$ cat config.mk
export PLATFORM = sky130hd
export DESIGN_NAME = addr_unit_top
export DESIGN_NICKNAME = d
export VERILOG_FILES = /design/src/addr_pkg.sv /design/src/idu.sv /design/src/pointer_regs.sv /design/src/sprite_dma.sv /design/src/bus_arbiter.sv /design/src/addr_unit_top.sv
export SDC_FILE = /design/constraint.sdc
export NUM_CORES = 1
export LEC_CHECK = 0
export BUFFER_PORTS_ARGS = -buffer_cell sky130_fd_sc_hd__buf_2
export CORE_ASPECT_RATIO = 1.5
export CORE_MARGIN = 4
export CORE_UTILIZATION = 59
export DETAILED_ROUTE_END_ITERATION = 10
export PLACE_DENSITY = 0.88
export SLEW_MARGIN = 25
export SYNTH_ARGS = -nofsm -noshare
export SYNTH_HDL_FRONTEND = slang
export SYNTH_SLANG_ARGS = --single-unit
$ cat constraint.sdc
create_clock -name CLK4 -period 3.05 [get_ports CLK4]
set_clock_uncertainty 0.15 [all_clocks]
set_input_delay 0.61 -clock CLK4 [delete_from_list [all_inputs] [get_ports CLK4]]
set_output_delay 0.61 -clock CLK4 [all_outputs]
set_load 0.02 [all_outputs]
$ cat src/addr_pkg.sv
package addr_pkg;

	localparam int ADDR_W    = 16;  // Address bus width
	localparam int NUM_PAIRS = 5;   // BC DE HL SP PC
	localparam int DMA_LEN   = 160; // Sprite table bytes per DMA run

	// Pointer pair select
	typedef enum logic [2:0] {
		BC = 3'd0,
		DE = 3'd1,
		HL = 3'd2,
		SP = 3'd3,
		PC = 3'd4
	} pair_id_e;

	// IDU control
	typedef struct packed {
		logic pair; // Low byte carry runs into high byte
		logic dec;  // Count down
		logic inc;  // Count up
	} idu_op_t;     // inc and dec both low means pass-through

	// Byte view of a pointer pair
	typedef struct packed {
		logic [7:0] hi;
		logic [7:0] lo;
	} pair_bytes_t;

	// One pair value seen as a word or as two bytes
	typedef union packed {
		logic [ADDR_W-1:0] word;  // Pair mode and loads
		pair_bytes_t       bytes; // Split mode
	} pair_val_u;

	// One CPU address-side command, 24 bits
	typedef struct packed {
		logic        valid;
		pair_id_e    sel;   // Pair to drive onto the bus
		idu_op_t     op;
		logic        wb;    // Write IDU result back into the pair
		logic        rd;    // Bus read strobe
		logic        wr;    // Bus write strobe
		logic        ld;    // Load pair from load_val
		logic [12:0] spare; // Zero
	} cpu_cmd_t;

	// Bus request from CPU or DMA, also the registered bus
	typedef struct packed {
		logic [ADDR_W-1:0] addr;
		logic              rd;
		logic              wr;
	} bus_req_t;

endpackage

$ cat src/idu.sv
module idu (
	input  addr_pkg::pair_val_u val,
	input  addr_pkg::idu_op_t   op,
	output addr_pkg::pair_val_u result
);

	logic [addr_pkg::ADDR_W-1:0] prop;    // Bit passes a carry upward
	logic [addr_pkg::ADDR_W-1:0] tog;     // Bit flips
	logic                        lo_cout; // Carry out of the low byte

	// Propagate term per bit
	always_comb begin
		for (int i = 0; i < addr_pkg::ADDR_W; i++) begin
			if (op.inc) begin
				prop[i] = val.word[i];      // Ones pass an increment
			end else begin
				prop[i] = op.dec & ~val.word[i]; // Zeros pass a borrow
			end
		end
	end

	// Toggle chain
	// Bit 0 flips on any count, higher bits flip when every lower bit in the group propagates
	always_comb begin
		tog[0] = op.inc | op.dec;
		for (int i = 1; i < 8; i++) begin
			tog[i] = tog[i-1] & prop[i-1];
		end
		lo_cout = tog[7] & prop[7];
		tog[8]  = op.pair & lo_cout;    // Chain broken at bit 8 in split mode
		for (int i = 9; i < addr_pkg::ADDR_W; i++) begin
			tog[i] = tog[i-1] & prop[i-1];
		end
	end

	// Result assembly
	always_comb begin
		result = val;
		if (op.pair) begin
			result.word = val.word ^ tog;           // Full 16-bit count
		end else begin
			result.bytes.lo = val.bytes.lo ^ tog[7:0]; // Low byte wraps on its own
			result.bytes.hi = val.bytes.hi;         // High byte untouched
		end
	end

	// Only one count direction per command
	always_comb begin
		assert (!(op.inc && op.dec))
			else $error("idu: inc and dec set together");
	end

endmodule

$ cat src/pointer_regs.sv
module pointer_regs (
	input  logic                CLK4,
	input  logic                rst_n,
	input  addr_pkg::cpu_cmd_t  cmd,
	input  logic                stall,    // DMA owns the bus
	input  addr_pkg::pair_val_u load_val,
	input  addr_pkg::pair_val_u wb_val,   // IDU result
	output addr_pkg::pair_val_u pair_out
);

	addr_pkg::pair_val_u regs [addr_pkg::NUM_PAIRS]; // BC DE HL SP PC
	logic                sel_ok; // Select names a real pair
	logic                do_ld;
	logic                do_wb;

	assign sel_ok = (int'(cmd.sel) < addr_pkg::NUM_PAIRS);

	// Read port, combinational
	assign pair_out = sel_ok ? regs[cmd.sel] : '0;

	// Load ignores the stall since it never touches the bus
	assign do_ld = cmd.valid & cmd.ld & sel_ok;
	// Write-back dropped under stall, load wins over it
	assign do_wb = cmd.valid & cmd.wb & ~cmd.ld & ~stall & sel_ok;

	always_ff @(posedge CLK4 or negedge rst_n) begin
		if (!rst_n) begin
			for (int i = 0; i < addr_pkg::NUM_PAIRS; i++) begin
				regs[i] <= '0;
			end
		end else if (do_ld) begin
			regs[cmd.sel].word <= load_val.word; // Load by word
		end else if (do_wb) begin
			regs[cmd.sel] <= wb_val;             // Same edge as the bus request
		end
	end

	// Pair select from the CPU side stays in range
	a_sel_range: assert property (@(posedge CLK4) disable iff (!rst_n)
		cmd.valid |-> sel_ok)
		else $error("pointer_regs: pair select out of range");

endmodule

$ cat src/sprite_dma.sv
module sprite_dma (
	input  logic               CLK4,
	input  logic               rst_n,
	input  logic               start,   // One-cycle pulse
	input  logic [7:0]         src_hi,  // Source page
	output addr_pkg::bus_req_t dma_bus,
	output logic               busy
);

	logic [7:0] src_q; // Latched source page
	logic [7:0] idx;   // Byte within the page
	logic       busy_q;
	logic       last;  // Final transfer this cycle
	logic       go;    // Accepted start

	assign last = busy_q && (idx == 8'(addr_pkg::DMA_LEN - 1));
	assign go   = start & ~busy_q; // Start while busy is dropped

	// Run control
	always_ff @(posedge CLK4 or negedge rst_n) begin
		if (!rst_n) begin
			busy_q <= 1'b0;
			idx    <= '0;
		end else if (go) begin
			busy_q <= 1'b1;
			idx    <= '0;
		end else if (last) begin
			busy_q <= 1'b0; // Falls after DMA_LEN busy cycles
			idx    <= '0;
		end else if (busy_q) begin
			idx <= idx + 8'd1;
		end
	end

	// Source page, payload only
	always_ff @(posedge CLK4) begin
		if (go) begin
			src_q <= src_hi;
		end
	end

	assign busy         = busy_q;
	assign dma_bus.addr = {src_q, idx}; // Page plus index
	assign dma_bus.rd   = busy_q;       // Reads only
	assign dma_bus.wr   = 1'b0;

	// Index stays inside the sprite table for the whole run
	a_idx_range: assert property (@(posedge CLK4) disable iff (!rst_n)
		busy |-> (int'(idx) < addr_pkg::DMA_LEN))
		else $error("sprite_dma: index past end of table");

endmodule

$ cat src/bus_arbiter.sv
module bus_arbiter (
	input  logic               CLK4,
	input  logic               rst_n,
	input  logic               cpu_valid,
	input  addr_pkg::bus_req_t cpu_bus,
	input  logic               dma_busy,
	input  addr_pkg::bus_req_t dma_bus,
	output logic               cpu_stall,
	output addr_pkg::bus_req_t bus_out
);

	logic dma_grant;
	logic cpu_grant;

	assign dma_grant = dma_busy;              // DMA always first
	assign cpu_grant = cpu_valid & ~dma_busy;
	assign cpu_stall = dma_busy;              // CPU held off as a level

	// Registered bus one cycle after the grant
	always_ff @(posedge CLK4 or negedge rst_n) begin
		if (!rst_n) begin
			bus_out <= '0;
		end else if (dma_grant) begin
			bus_out <= dma_bus;
		end else if (cpu_grant) begin
			bus_out <= cpu_bus;
		end else begin
			bus_out.rd <= 1'b0; // Idle bus
			bus_out.wr <= 1'b0; // Address kept like a bus keeper
		end
	end

	// DMA strobes only while it holds the bus
	a_dma_owner: assert property (@(posedge CLK4) disable iff (!rst_n)
		(dma_bus.rd || dma_bus.wr) |-> dma_busy)
		else $error("bus_arbiter: DMA request outside its bus ownership");

endmodule

$ cat src/addr_unit_top.sv
module addr_unit_top (
	input  logic                CLK4,
	input  logic                rst_n,
	input  addr_pkg::cpu_cmd_t  cpu_cmd,
	input  addr_pkg::pair_val_u load_val,
	input  logic                dma_start,
	input  logic [7:0]          dma_src_hi,
	output logic                cpu_stall,
	output logic                dma_busy,
	output addr_pkg::bus_req_t  bus_out
);

	addr_pkg::pair_val_u pair_out;   // Selected pair
	addr_pkg::pair_val_u idu_result; // IDU output, written back
	addr_pkg::bus_req_t  cpu_bus;    // CPU request to the arbiter
	addr_pkg::bus_req_t  dma_bus;    // DMA request to the arbiter

	// CPU request is the pair value plus strobes
	assign cpu_bus.addr = pair_out.word;
	assign cpu_bus.rd   = cpu_cmd.rd;
	assign cpu_bus.wr   = cpu_cmd.wr;

	pointer_regs u_regs (
		.CLK4     (CLK4),
		.rst_n    (rst_n),
		.cmd      (cpu_cmd),
		.stall    (cpu_stall),
		.load_val (load_val),
		.wb_val   (idu_result),
		.pair_out (pair_out)
	);

	idu u_idu (
		.val    (pair_out),
		.op     (cpu_cmd.op),
		.result (idu_result)
	);

	sprite_dma u_dma (
		.CLK4    (CLK4),
		.rst_n   (rst_n),
		.start   (dma_start),
		.src_hi  (dma_src_hi),
		.dma_bus (dma_bus),
		.busy    (dma_busy)
	);

	bus_arbiter u_arb (
		.CLK4      (CLK4),
		.rst_n     (rst_n),
		.cpu_valid (cpu_cmd.valid),
		.cpu_bus   (cpu_bus),
		.dma_busy  (dma_busy),
		.dma_bus   (dma_bus),
		.cpu_stall (cpu_stall),
		.bus_out   (bus_out)
	);

endmodule

### After elaboration in Yosys (flattened, before gate mapping)

Cells that the tools add are included.

* add/sub/neg operators: 1
* order comparisons: 3
* equal/unequal tests: 1
* muxes and demuxes: 34
* bitwise operators: 60
* reductions and logical operators: 6

Operators with widths (count)
* $bwmux 80: 2
* $mux 80: 2
* $mux 16: 6
* $bmux 16 s3: 1
* $demux 16 s3: 1
* $and 1x1->1: 39
* $mux 8: 3
* $mux 18: 1
* $mux 1: 17
* $not 1->1: 17
* $xor 16x16->16: 1
* $add 8x1->8 const B: 1
* $eq 8x8->1 const B: 1
* $xor 8x8->8: 1
* $reduce_bool 2->1: 3
* $ge 4x4->1 const B: 1
* $lt 4x1->1 const B: 1
* $not 3->4: 1
* $lt 3x3->1 const B: 1
* $reduce_bool 3->1: 1
* $logic_and 1x1->1: 2
* $mux 2: 1
* $or 1x1->1: 1

* flip-flop bits (word level): 115
* input bits: 51
* output and inout bits: 20
* word-level logic and storage cells: 116

### Depth between registers and ports, before layout

Gate-level depths: netlist of the first run.

* depth after elaboration: 29
* depth in mapped cells: 12

### Cells and area by module

Synthesis of the first run repeated with hierarchy kept, for this count alone.

* cells, all modules: 624
* area, all modules: 5938.2 sq um

Modules (own cells, without submodules)
* pointer_regs: times used 1, cells each 418, area an instance 3913.8 sq um, seq. area each 2001.9 sq um
* bus_arbiter: times used 1, cells each 76, area an instance 834.6 sq um, seq. area each 450.4 sq um
* sprite_dma: times used 1, cells each 61, area an instance 720.7 sq um, seq. area each 465.4 sq um
* idu: times used 1, cells each 69, area an instance 469.2 sq um, seq. area each 0.0 sq um

### Worst setup path before layout of the first run

OpenSTA, ideal clock, no wires.

* path type: in2reg
* start: input cpu_cmd[22] in the netlist's numbering
* end: register u_regs.regs[27] in the netlist's numbering
* setup time: 0.142 ns
* data arrival time: 2.917 ns
* path slack: -0.158 ns
* stages on the path: 11
* buffers on the path: 4
* cells stage by stage: buf_6 > buf_12 > buf_6 > inv_1 > a22oi_1 > mux2_2 > a211o_1 > buf_6 > or4_1 > nand3_2 > a31oi_1

* cells in the longest elaborated chain, start to end: 25
* elaborated cells between the ends (all ways): 65

Ends and longest elaborated chain
* start, declared: line addr_unit_top.sv:4 `input addr_pkg::cpu_cmd_t cpu_cmd,`
* $not 3->4 (implied by the code): line pointer_regs.sv:19, pointer_regs.sv:32, pointer_regs.sv:34
* $bmux 16 s3: line pointer_regs.sv:19 `assign pair_out = sel_ok ? regs[cmd.sel] : '0;`
* $mux 16 (implied by the code) (2 in series): line pointer_regs.sv:19
* $mux 16: line pointer_regs.sv:19
* $not 1->1: line idu.sv:17 `prop[i] = op.dec & ~val.word[i];`
* $and 1x1->1: line idu.sv:17
* $mux 1: line idu.sv:14 `if (op.inc) begin`
* $and 1x1->1 (7 in series): line idu.sv:27 `tog[i] = tog[i-1] & prop[i-1];`
* $and 1x1->1: line idu.sv:29 `lo_cout = tog[7] & prop[7];`
* $and 1x1->1: line idu.sv:30 `tog[8] = op.pair & lo_cout;`
* $and 1x1->1 (3 in series): line idu.sv:32 `tog[i] = tog[i-1] & prop[i-1];`
* $xor 16x16->16: line idu.sv:40 `result.word = val.word ^ tog;`
* $mux 16: line idu.sv:39 `if (op.pair) begin`
* $bwmux 80: line pointer_regs.sv:34 `regs[cmd.sel] <= wb_val;`
* $mux 80: line pointer_regs.sv:33 `end else if (do_wb) begin`
* $mux 80: line pointer_regs.sv:31 `end else if (do_ld) begin`
* end signal, assigned by index: line pointer_regs.sv:34
* end, declared: line pointer_regs.sv:11 `addr_pkg::pair_val_u regs [addr_pkg::NUM_PAIRS];`

Parallel ways exist; a longest one is shown, timed or not. The select of a mux whose other input is x is not followed.
A chain may end at the register's enable or synchronous reset.

### Worst setup path after layout of the first run

* start: input cpu_cmd[22] in the netlist's numbering
* end: register u_regs.regs[60] in the netlist's numbering

* cells in the longest elaborated chain, start to end: 26
* elaborated cells between the ends (all ways): 69

Ends and longest elaborated chain (line)
* $not 3->4 (implied by the code): pointer_regs.sv:19, pointer_regs.sv:32, pointer_regs.sv:34
* $bmux 16 s3: pointer_regs.sv:19
* $mux 16 (implied by the code) (2 in series): pointer_regs.sv:19
* $mux 16: pointer_regs.sv:19
* $not 1->1: idu.sv:17
* $and 1x1->1: idu.sv:17
* $mux 1: idu.sv:14
* $and 1x1->1 (7 in series): idu.sv:27
* $and 1x1->1: idu.sv:29
* $and 1x1->1: idu.sv:30
* $and 1x1->1 (4 in series): idu.sv:32
* $xor 16x16->16: idu.sv:40
* $mux 16: idu.sv:39
* $bwmux 80: pointer_regs.sv:34
* $mux 80: pointer_regs.sv:33
* $mux 80: pointer_regs.sv:31

Parallel ways exist; a longest one is shown, timed or not. The select of a mux whose other input is x is not followed.

==> results of run 1 <==
## cell families (layout without fill, tap and decap cells)
group / count (synthesis) / count (layout) / synth area share (%)
AND/OR/NAND/NOR: 234 / 234 / 18.20
AO/OA/AOI/OAI: 188 / 188 / 19.04
flip-flops: 115 / 115 / 48.46
multiplexers: 46 / 46 / 7.793
buffers and inverters: 45 / 183 / 3.824
XOR/XNOR: 17 / 17 / 2.473
adder cells (fa/ha/maj): 1 / 1 / 0.2078
## synth_stat cells (2+ instances only)
cell type / instances
a211oi_1: 2
inv_1: 4
a21o_1: 3
edfxtp_1: 8
a21oi_1: 25
o21ai_0: 83
or3_1: 7
xnor2_1: 10
buf_1: 4
o31ai_1: 3
mux2i_1: 39
nor3b_1: 4
buf_4: 2
nand3_1: 12
nand4_1: 7
buf_2: 6
nand2_1: 94
a221oi_1: 3
nand3_2: 3
nor3_1: 6
o22ai_1: 10
nand2b_1: 3
a221oi_2: 3
xor2_1: 7
nor2b_1: 5
mux2_2: 6
or4_1: 3
a22oi_1: 4
clkbuf_1: 24
dfrtp_1: 107
o211ai_1: 2
buf_6: 4
nand4bb_1: 2
and2_1: 3
and3_1: 4
nor2_1: 73
a31oi_1: 37
a221o_1: 2
## layout make-up
class                           instances  area share [%]
Clock buffer                           20           5.634
Clock inverter                         12           2.406
Inverter                                4          0.1937
Multi-Input combinational cell        486           39.31
Sequential cell                       115           37.65
Tap cell                              115           1.857
Timing Repair Buffer                  147           12.95
## path summary, 6_finish.rpt
| kind | to | slack (ps) | cells after the start |
|---|---|---|---|
| setup / recovery | u_regs.regs[60]$_DFFE_PN0P_ | 20 | 13 |
| hold / removal | u_regs.regs[50]$_DFFE_PN0P_ | 60 | 1 |
| setup reg to reg | u_regs.regs[60]$_DFFE_PN0P_ | 180 | 10 |
| hold reg to reg | u_arb.bus_out[10]$_DFFE_PN0P_ | 300 | 2 |
| max in group asynchronous | u_dma.busy$_DFFE_PN0P_ | 1950 | 2 |
| min in group CLK4 | u_dma.src_q[6]$_DFFE_PP_ | 220 | 1 |
## power groups by stage
stage	Combinational (uW)	Clock [uW]	Sequential [uW]
after CTS	1300	2120	2140
after floorplan	756	0	2150
final	1370	2120	2160
after global placement	1200	0	2120
after detailed placement	1270	0	2150
after global routing	1500	2210	2200
## registers in the layout, summed over array words and instances (netlist names)
signal / flops
u_regs.regs: 80
u_dma.idx: 8
u_dma.src_q: 8
u_arb.bus_out: 18
u_dma.busy: 1
## metrics by stage
| stage | setup WS [ps] | total power (uW) |
|---|---|---|
| global route | -70.51 | 5907 |
| finish | 17.75 | 5655 |
| detailed placement | -520.0 | 3421 |
| global placement | -469.1 | 3322 |
| floorplan | -92.06 | 2905 |
| CTS | 8.503 | 5565 |
## per-layer routing
metal | part of all wire, % | track usage, % | routed length (um)
met1 | 35 | 35.05 | 6732
met2 | 51 | 53.69 | 9662
met3 | 7.7 | 6.922 | 1462
met4 | 6.1 | 20.95 | 1161
met5 | 0 | 0 | 0
## what timing repair did
action                                  CTS  global route
resized for setup                         5            25
endpoints found under the hold margin     0             0
pin swaps                                 1             7
buffers inserted                          0             5
endpoints found under the setup margin   31            35
==> flow_summary_export.csv, run 1 <==
group,metric,value,unit
global_routing,grtUsageTotal,31.53,%
synthesis,synthArstFlopShare,93.04,%
global_routing,grt_max_degree,62,
placement,port_buffers,57,
layout,register_area,2918,um^2
route,finalWirelength,19.02,mm
layout,drive_gt1_share,27.68,%
route,drc,0,
setup_path,cp-startpoint,"cpu_cmd[22]",
power,power_frac_seq,38.3,%
clock_tree,cts_tree,"done",
synthesis,ys_ff_latch,115,
synthesis,synth_top_area_share,44.47,%
sta,setup_viol,0,
clock_tree,clk_pin_slew_worst_paths,50,ps
sta,relSlewSlack,48.90,%
die,num_rows,44,
power,pwr_density_cell,729.6,nW/um^2
status,status,"completed",
power,pwr-share-clk,37.4,%
global_routing,grt_pass1_wl,29.73,mm
synthesis,yosysSeqAreaShare,48.46,%
placement,placed_area,6940,um^2
setup_path,crit_arrival,3200,ps
layout,nNetsFinal,823,
clock_tree,cts_hold_buf,0,
synthesis,yosys-top-cells-area,"dfrtp_1 44%, o21ai_0 6.9%, mux2i_1 6.5%",
clock_tree,numCtsBuffers,17,
sta,hold_viol,0,
power,p_leak,0.003485,uW
layout,diodes,0,
setup_path,path_cells,"clkbuf_4, buf_6, nor3b_4, buf_6, buf_4, a221oi_4, nand4b_1, a211o_4, buf_4, o31ai_2, buf_4, nand3_4, a31oi_1",
sta,fmax,329.8,MHz
synthesis,syn_area,6021,um^2
clock_tree,insertion_delay,410,ps
route,drt_iter0_drc,731,
sta,rsz0062_at_grt,"yes",
setup_path,worstReg2RegStart,"u_regs.regs[66]$_DFFE_PN0P_",
layout,fillCellCount,580,
layout,layout_common_cells,"107 x dfrtp_1, 94 x nand2_1, 84 x buf_4",
die,die_h,131.7,um
power,power.switching,1739,uW
die,start_util,61.10,%
global_routing,first_global_vias,6172,
synthesis,synth_warnings,0,
sta,drv_slew,0,
sta,period_minus_slack,3032,ps
layout,syn_to_final_growth,28.72,%
setup_path,cpMostUsedCell,"buf_4",
layout,final_util,78.64,%
placement,dp.cells,862,
synthesis,syn-num-nets,698,
setup_path,required,3220,ps
power,comb_power_share,24.3,%
route,ant_nets,0,
setup_path,worstSetupPathType,"in2reg",
die,io_pins,71,
die,die_w,90.48,um
synthesis,synth_edf_count,8,
setup_path,cp_max_fo,10,
route,first_pass_iters,7,
die,fp.dieArea,11920,um^2
layout,multi_input_area,3047,um^2
sta,fin_crit_sh,99.42,%
clock_tree,clock-sinks,115,
power,ir_drop,0.0005505,V
placement,gp_congestion,0.9639,
run,max-cap-violations,0,
synthesis,synth_cell_types,60,
power,internal_power,3915,uW
synthesis,synth_ff_type,"dfrtp_1",
setup_path,crit_buf_inv,6,
clock_tree,clockBufferDepth,2,
clock_tree,cts-root-buf,"clkbuf_16",
setup_path,slowest_stage,"a211o_4",
global_routing,antenna_found_initial,0,
synthesis,avgSynthCellArea,9.320,um^2
sta,worst_pin_slew,764.9,ps
setup_path,critPathTopFamily,"compound AO/OA/AOI/OAI gates",
clock_tree,htreeDepth,4,
sta,whs,61.97,ps
global_routing,grt-ovfl-total,0,
sta,fin_setup_tns,0,ps
route,wl_per_cell,21.15,um
layout,final_area,7750,um^2
placement,hpwl,12.62,mm
setup_path,cp-start-kind,"input pin",
route,vias_per_cell,6.546,
die,core,9854,um^2
power,swShare,30.76,%
layout,fin_cells,899,
setup_path,endpoint_kind,"flop",
route,vias,5885,
synthesis,syn_inst,646,
worst_hold_path,hp-class,"in2async",
setup_path,crit_path_max_incr_delay,440,ps
layout,final_common_cell,"dfrtp_1",
synthesis,synth_top_cell_by_area,"dfrtp_1",
(Power assumes the default switching activity.)
==> run 2, diff against run 1 <==
MAX_ROUTING_LAYER = met4   (was unset)
SKIP_LAST_GASP = 1   (was unset)
==> flow_summary_export.csv, run 2 (synthesized netlist as in run 1, its figures left out) <==
group,metric,value,unit
layout,final_common_cell,"dfrtp_1",
setup_path,r2r_cells,10,
sta,fmax,333.7,MHz
die,start_util,61.10,%
worst_hold_path,hold_path_end,"u_dma.src_q[0]$_DFFE_PP_",
route,wl_per_cell,20.25,um
setup_path,crit_arrival,3170,ps
power,pwr_density_cell,704.9,nW/um^2
die,fp.dieArea,11920,um^2
die,core,9854,um^2
sta,relSlewSlack,49.82,%
layout,largest_reg_flops,80,
clock_tree,clockBufferDepth,2,
layout,final_util,78.40,%
placement,port_buffers,57,
layout,nNetsFinal,819,
route,ant_nets,0,
die,io_pins,71,
placement,hpwl,12.40,mm
layout,syn_to_final_growth,28.33,%
global_routing,first_global_vias,5979,
clock_tree,cts_tree,"done",
clock_tree,cts-root-buf,"clkbuf_16",
clock_tree,clock-sinks,115,
setup_path,ff2ff_setup_slack,190,ps
layout,drive_gt1_share,28.08,%
die,die_w,90.48,um
clock_tree,clk_pin_slew_worst_paths,50,ps
route,vias_per_cell,6.476,
route,finalWirelength,18.13,mm
die,num_rows,44,
layout,largestRegisters,"u_regs.regs: 80 flops, u_arb.bus_out: 18 flops",
route,vias,5796,
route,drt_iter0_drc,668,
sta,fin_setup_tns,0,ps
worst_hold_path,hp-start,"dma_src_hi[0]",
status,status,"completed",
setup_path,cp_max_fo,9,
sta,setup_viol,0,
setup_path,endpoint_kind,"flop",
setup_path,required,3230,ps
sta,hold_viol,0,
power,p_leak,0.003459,uW
setup_path,cp-start-kind,"input pin",
global_routing,grt_max_degree,58,
clock_tree,numCtsBuffers,17,
worst_hold_path,hp-class,"in2reg",
sta,fin_crit_sh,98.26,%
sta,period_minus_slack,2997,ps
sta,drv_slew,0,
global_routing,antenna_found_initial,0,
route,drc,0,
sta,worst_pin_slew,751.2,ps
layout,diodes,0,
power,ir_drop,0.0006374,V
clock_tree,insertion_delay,420,ps
setup_path,worstSetupPathType,"in2reg",
placement,gp_congestion,0.9688,
global_routing,grt-ovfl-total,0,
clock_tree,htreeDepth,4,
worst_hold_path,min_path_cells,1,
layout,largest-register,"u_regs.regs",
global_routing,grtUsageTotal,31.60,%
run,max-cap-violations,0,
layout,layout_common_cells,"107 x dfrtp_1, 94 x nand2_1, 83 x o21ai_0",
setup_path,worstReg2RegStart,"u_regs.regs[16]$_DFFE_PN0P_",
global_routing,grt_pass1_wl,29.08,mm
die,die_h,131.7,um
setup_path,reg2reg_to,"u_regs.regs[28]$_DFFE_PN0P_",
route,first_pass_iters,6,
## run 2: area by class of cell
class / count / area, um^2
Sequential cell: 115 / 2918
Inverter: 4 / 15.01
Timing Repair Buffer: 142 / 973.4
Multi-Input combinational cell: 487 / 3089
Clock buffer: 24 / 513.0
Tap cell: 115 / 143.9
Fill cell: 581 / 2128
Clock inverter: 8 / 73.82
## run 2: metal layers
layer	global-route usage [%]	wire (um)	vias to the layer above
met4	22.23	1151	0
met2	51.38	9081	349
met5	-	0	-
li1	-	-	2578
met3	6.808	1363	118
met1	34.01	6532	2751
## run 2: worst max path at each step
stage	startpoint	to	slack (ps)
2_1_floorplan	cpu_cmd[22]	u_regs.regs[11]$_DFFE_PN0P_	-90
3_3_place_gp	cpu_cmd[20]	u_regs.regs[31]$_DFFE_PN0P_	-410
3_5_place_dp	cpu_cmd[20]	u_regs.regs[28]$_DFFE_PN0P_	-500
4_1_cts	cpu_cmd[22]	u_regs.regs[12]$_DFFE_PN0P_	8
5_1_grt	cpu_cmd[20]	u_regs.regs[43]$_DFFE_PN0P_	-10
6_report	cpu_cmd[20]	u_regs.regs[28]$_DFFE_PN0P_	50
## run 2: critical path: stages
cell,delay [ps]
buf_4,160
nor3b_4,160
buf_4,170
and2_4,170
or3_4,380
mux2_4,290
a211o_4,370
buf_4,170
o31ai_2,260
buf_4,160
nand3_4,90
a31oi_1,160
## run 2: power breakdown
part	total (uW)	internal, uW	switching, uW
Combinational	1360	583	778
Sequential	2150	1900	254
Clock	1940	1250	687
## run 2: timing repair
action | CTS | global route
hold buffers | 1 | 0
cloned | 0 | 1
endpoints found under the setup margin | 30 | 30
pin swaps | 0 | 11
gates resized for setup | 9 | 26
hold endpoints to repair | 10 | 0
buffers inserted | 0 | 1
## run 2: stage by stage
| stage | area, um^2 | worst slack, ps | power [uW] | hold WS [ps] | instances |
|---|---|---|---|---|---|
| 3_3_place_gp | 6938 | -415.0 | 3318 | 289.8 | 860 |
| 4_1_cts | 7580 | 7.516 | 5363 | 210.1 | 893 |
| 5_1_grt | 7726 | -12.17 | 5679 | 216.9 | 895 |
| 6_report | 7726 | 53.15 | 5446 | 215.0 | 895 |
| 3_5_place_dp | 6938 | -499.7 | 3410 | 296.9 | 860 |
| 2_1_floorplan | 6088 | -92.06 | 2905 | 164.4 | 646 |
==> run 3, diff against run 2 <==
CORE_MARGIN = unset   (was 4)
CORE_UTILIZATION = 55   (was 59)
PLACE_DENSITY = 0.83   (was 0.88)
==> flow_summary_export.csv, run 3 (synthesized netlist as in run 1, its figures left out) <==
group,metric,value,unit
setup_path,worstSetupPathType,"in2reg",
setup_path,crit_arrival,3100,ps
setup_path,cp-start-kind,"input pin",
route,drt_iter0_drc,547,
power,pwr-share-clk,33.6,%
layout,final_area,7606,um^2
placement,gp_congestion,0.9378,
worst_hold_path,hp-class,"in2async",
placement,dp.cells,889,
layout,fillCellCount,712,
setup_path,required,3190,ps
setup_path,crit_path_max_incr_delay,390,ps
setup_path,slowest_stage,"a211o_2",
route,vias,5723,
setup_path,r2r_cells,9,
die,fp.dieArea,11380,um^2
clock_tree,numCtsBuffers,17,
global_routing,antenna_found_initial,0,
die,die_h,130.1,um
clock_tree,htreeDepth,4,
clock_tree,cts_tree,"done",
sta,rsz0062_at_grt,"yes",
route,drc,0,
layout,fin_cells,922,
power,internal_power,3490,uW
clock_tree,insertion_delay,420,ps
run,max-cap-violations,0,
setup_path,path_depth,10,
layout,nNetsFinal,817,
route,finalWirelength,17.33,mm
layout,syn_to_final_growth,26.33,%
placement,hpwl,11.86,mm
sta,fin_setup_tns,0,ps
route,vias_per_cell,6.207,
setup_path,path_cells,"clkbuf_4, mux2i_2, o22ai_1, or3_1, mux2_2, a211o_2, buf_4, or3_1, nand3_2, a31oi_1",
power,ir_drop,0.0007089,V
sta,fin_crit_sh,97.21,%
route,first_pass_iters,5,
layout,layout_common_cells,"107 x dfrtp_1, 94 x nand2_1, 82 x o21ai_0",
sta,worst_pin_slew,700.0,ps
power,swShare,32.84,%
route,wl_per_cell,18.79,um
power,p_leak,0.003400,uW
global_routing,grt_max_degree,50,
die,start_util,56.85,%
power,power.switching,1707,uW
placement,placed_area,7012,um^2
sta,hold_viol,0,
clock_tree,cts-root-buf,"clkbuf_16",
power,pwr_density_cell,683.2,nW/um^2
placement,port_buffers,57,
clock_tree,clockBufferDepth,2,
sta,fmax,337.3,MHz
clock_tree,clock-sinks,115,
setup_path,cp_max_fo,10,
global_routing,grt_pass1_wl,27.60,mm
sta,setup_viol,0,
layout,final_common_cell,"dfrtp_1",
power,comb_power_share,25.0,%
clock_tree,clk_pin_slew_worst_paths,60,ps
power,power_frac_seq,41.3,%
die,io_pins,71,
layout,largest_reg_flops,80,
setup_path,endpoint_kind,"flop",
global_routing,grt-ovfl-total,0,
die,core,10590,um^2
setup_path,crit_buf_inv,2,
layout,largestRegisters,"u_regs.regs: 80 flops, u_arb.bus_out: 18 flops",
global_routing,grtUsageTotal,33.00,%
sta,period_minus_slack,2965,ps
die,num_rows,46,
sta,relSlewSlack,53.22,%
setup_path,cpMostUsedCell,"or3_1",
setup_path,critPathTopFamily,"simple AND/OR/NAND/NOR gates",
layout,largest-register,"u_regs.regs",
sta,drv_slew,0,
status,status,"completed",
layout,drive_gt1_share,26.86,%
route,ant_nets,0,
die,die_w,87.43,um
layout,diodes,0,
global_routing,first_global_vias,5779,
==> run 3: layer usage <==
metal	GRT usage, %	vias up	part of all wire, %
met5	-	-	0
met1	37.67	2769	38
met2	53.54	310	50
met3	6.009	91	6.5
met4	20.35	0	5.2
li1	-	2553	-
==> run 3: timing repair <==
item	in CTS	in global routing
endpoints found under the setup margin	31	35
resized for setup	6	11
gates cloned	0	0
buffers inserted	0	1
pin swaps	0	1
hold buffers	0	0
==> run 3: worst paths after layout <==
check	startpoint	endpoint	slack, ps
max	cpu_cmd[20]	u_regs.regs[56]$_DFFE_PN0P_	90
min	rst_n	u_arb.bus_out[15]$_DFFE_PN0P_	60
max reg2reg	u_regs.regs[16]$_DFFE_PN0P_	u_regs.regs[56]$_DFFE_PN0P_	170
min reg2reg	u_dma.src_q[6]$_DFFE_PP_	u_arb.bus_out[16]$_DFFE_PN0P_	310
max in group asynchronous	rst_n	u_regs.regs[64]$_DFFE_PN0P_	1990
min in group CLK4	dma_src_hi[5]	u_dma.src_q[5]$_DFFE_PP_	220
==> run 3: layout make-up <==
type	count	area, um^2	share of cell area (%)
clock inverters	14	90.09	1.184
clock buffers	18	429.2	5.642
repair buffers	141	993.5	13.06
flip-flops and latches	115	2918	38.36
inverters	4	15.01	0.1974
multi-input cells	486	2980	39.18
well taps	144	180.2	2.369
==> run 3: power by group through the flow <==
stage	clock network, uW	logic [uW]	registers, uW
after floorplan	0	756	2150
after global placement	0	1190	2120
after detailed placement	0	1250	2150
after CTS	1750	1280	2130
after global routing	1820	1430	2180
final	1750	1300	2150
==> run 3: stage by stage <==
stage	hold WS [ps]	utilization (%)	setup slack (ps)	total power (uW)
after floorplan	164.4	-	-92.06	2905
after global placement	286.7	66.21	-412.8	3307
after detailed placement	293.9	66.21	-540.1	3396
after CTS	75.19	71.38	10.86	5160
after global routing	114.4	71.82	-11.20	5423
final	57.95	71.82	85.11	5197
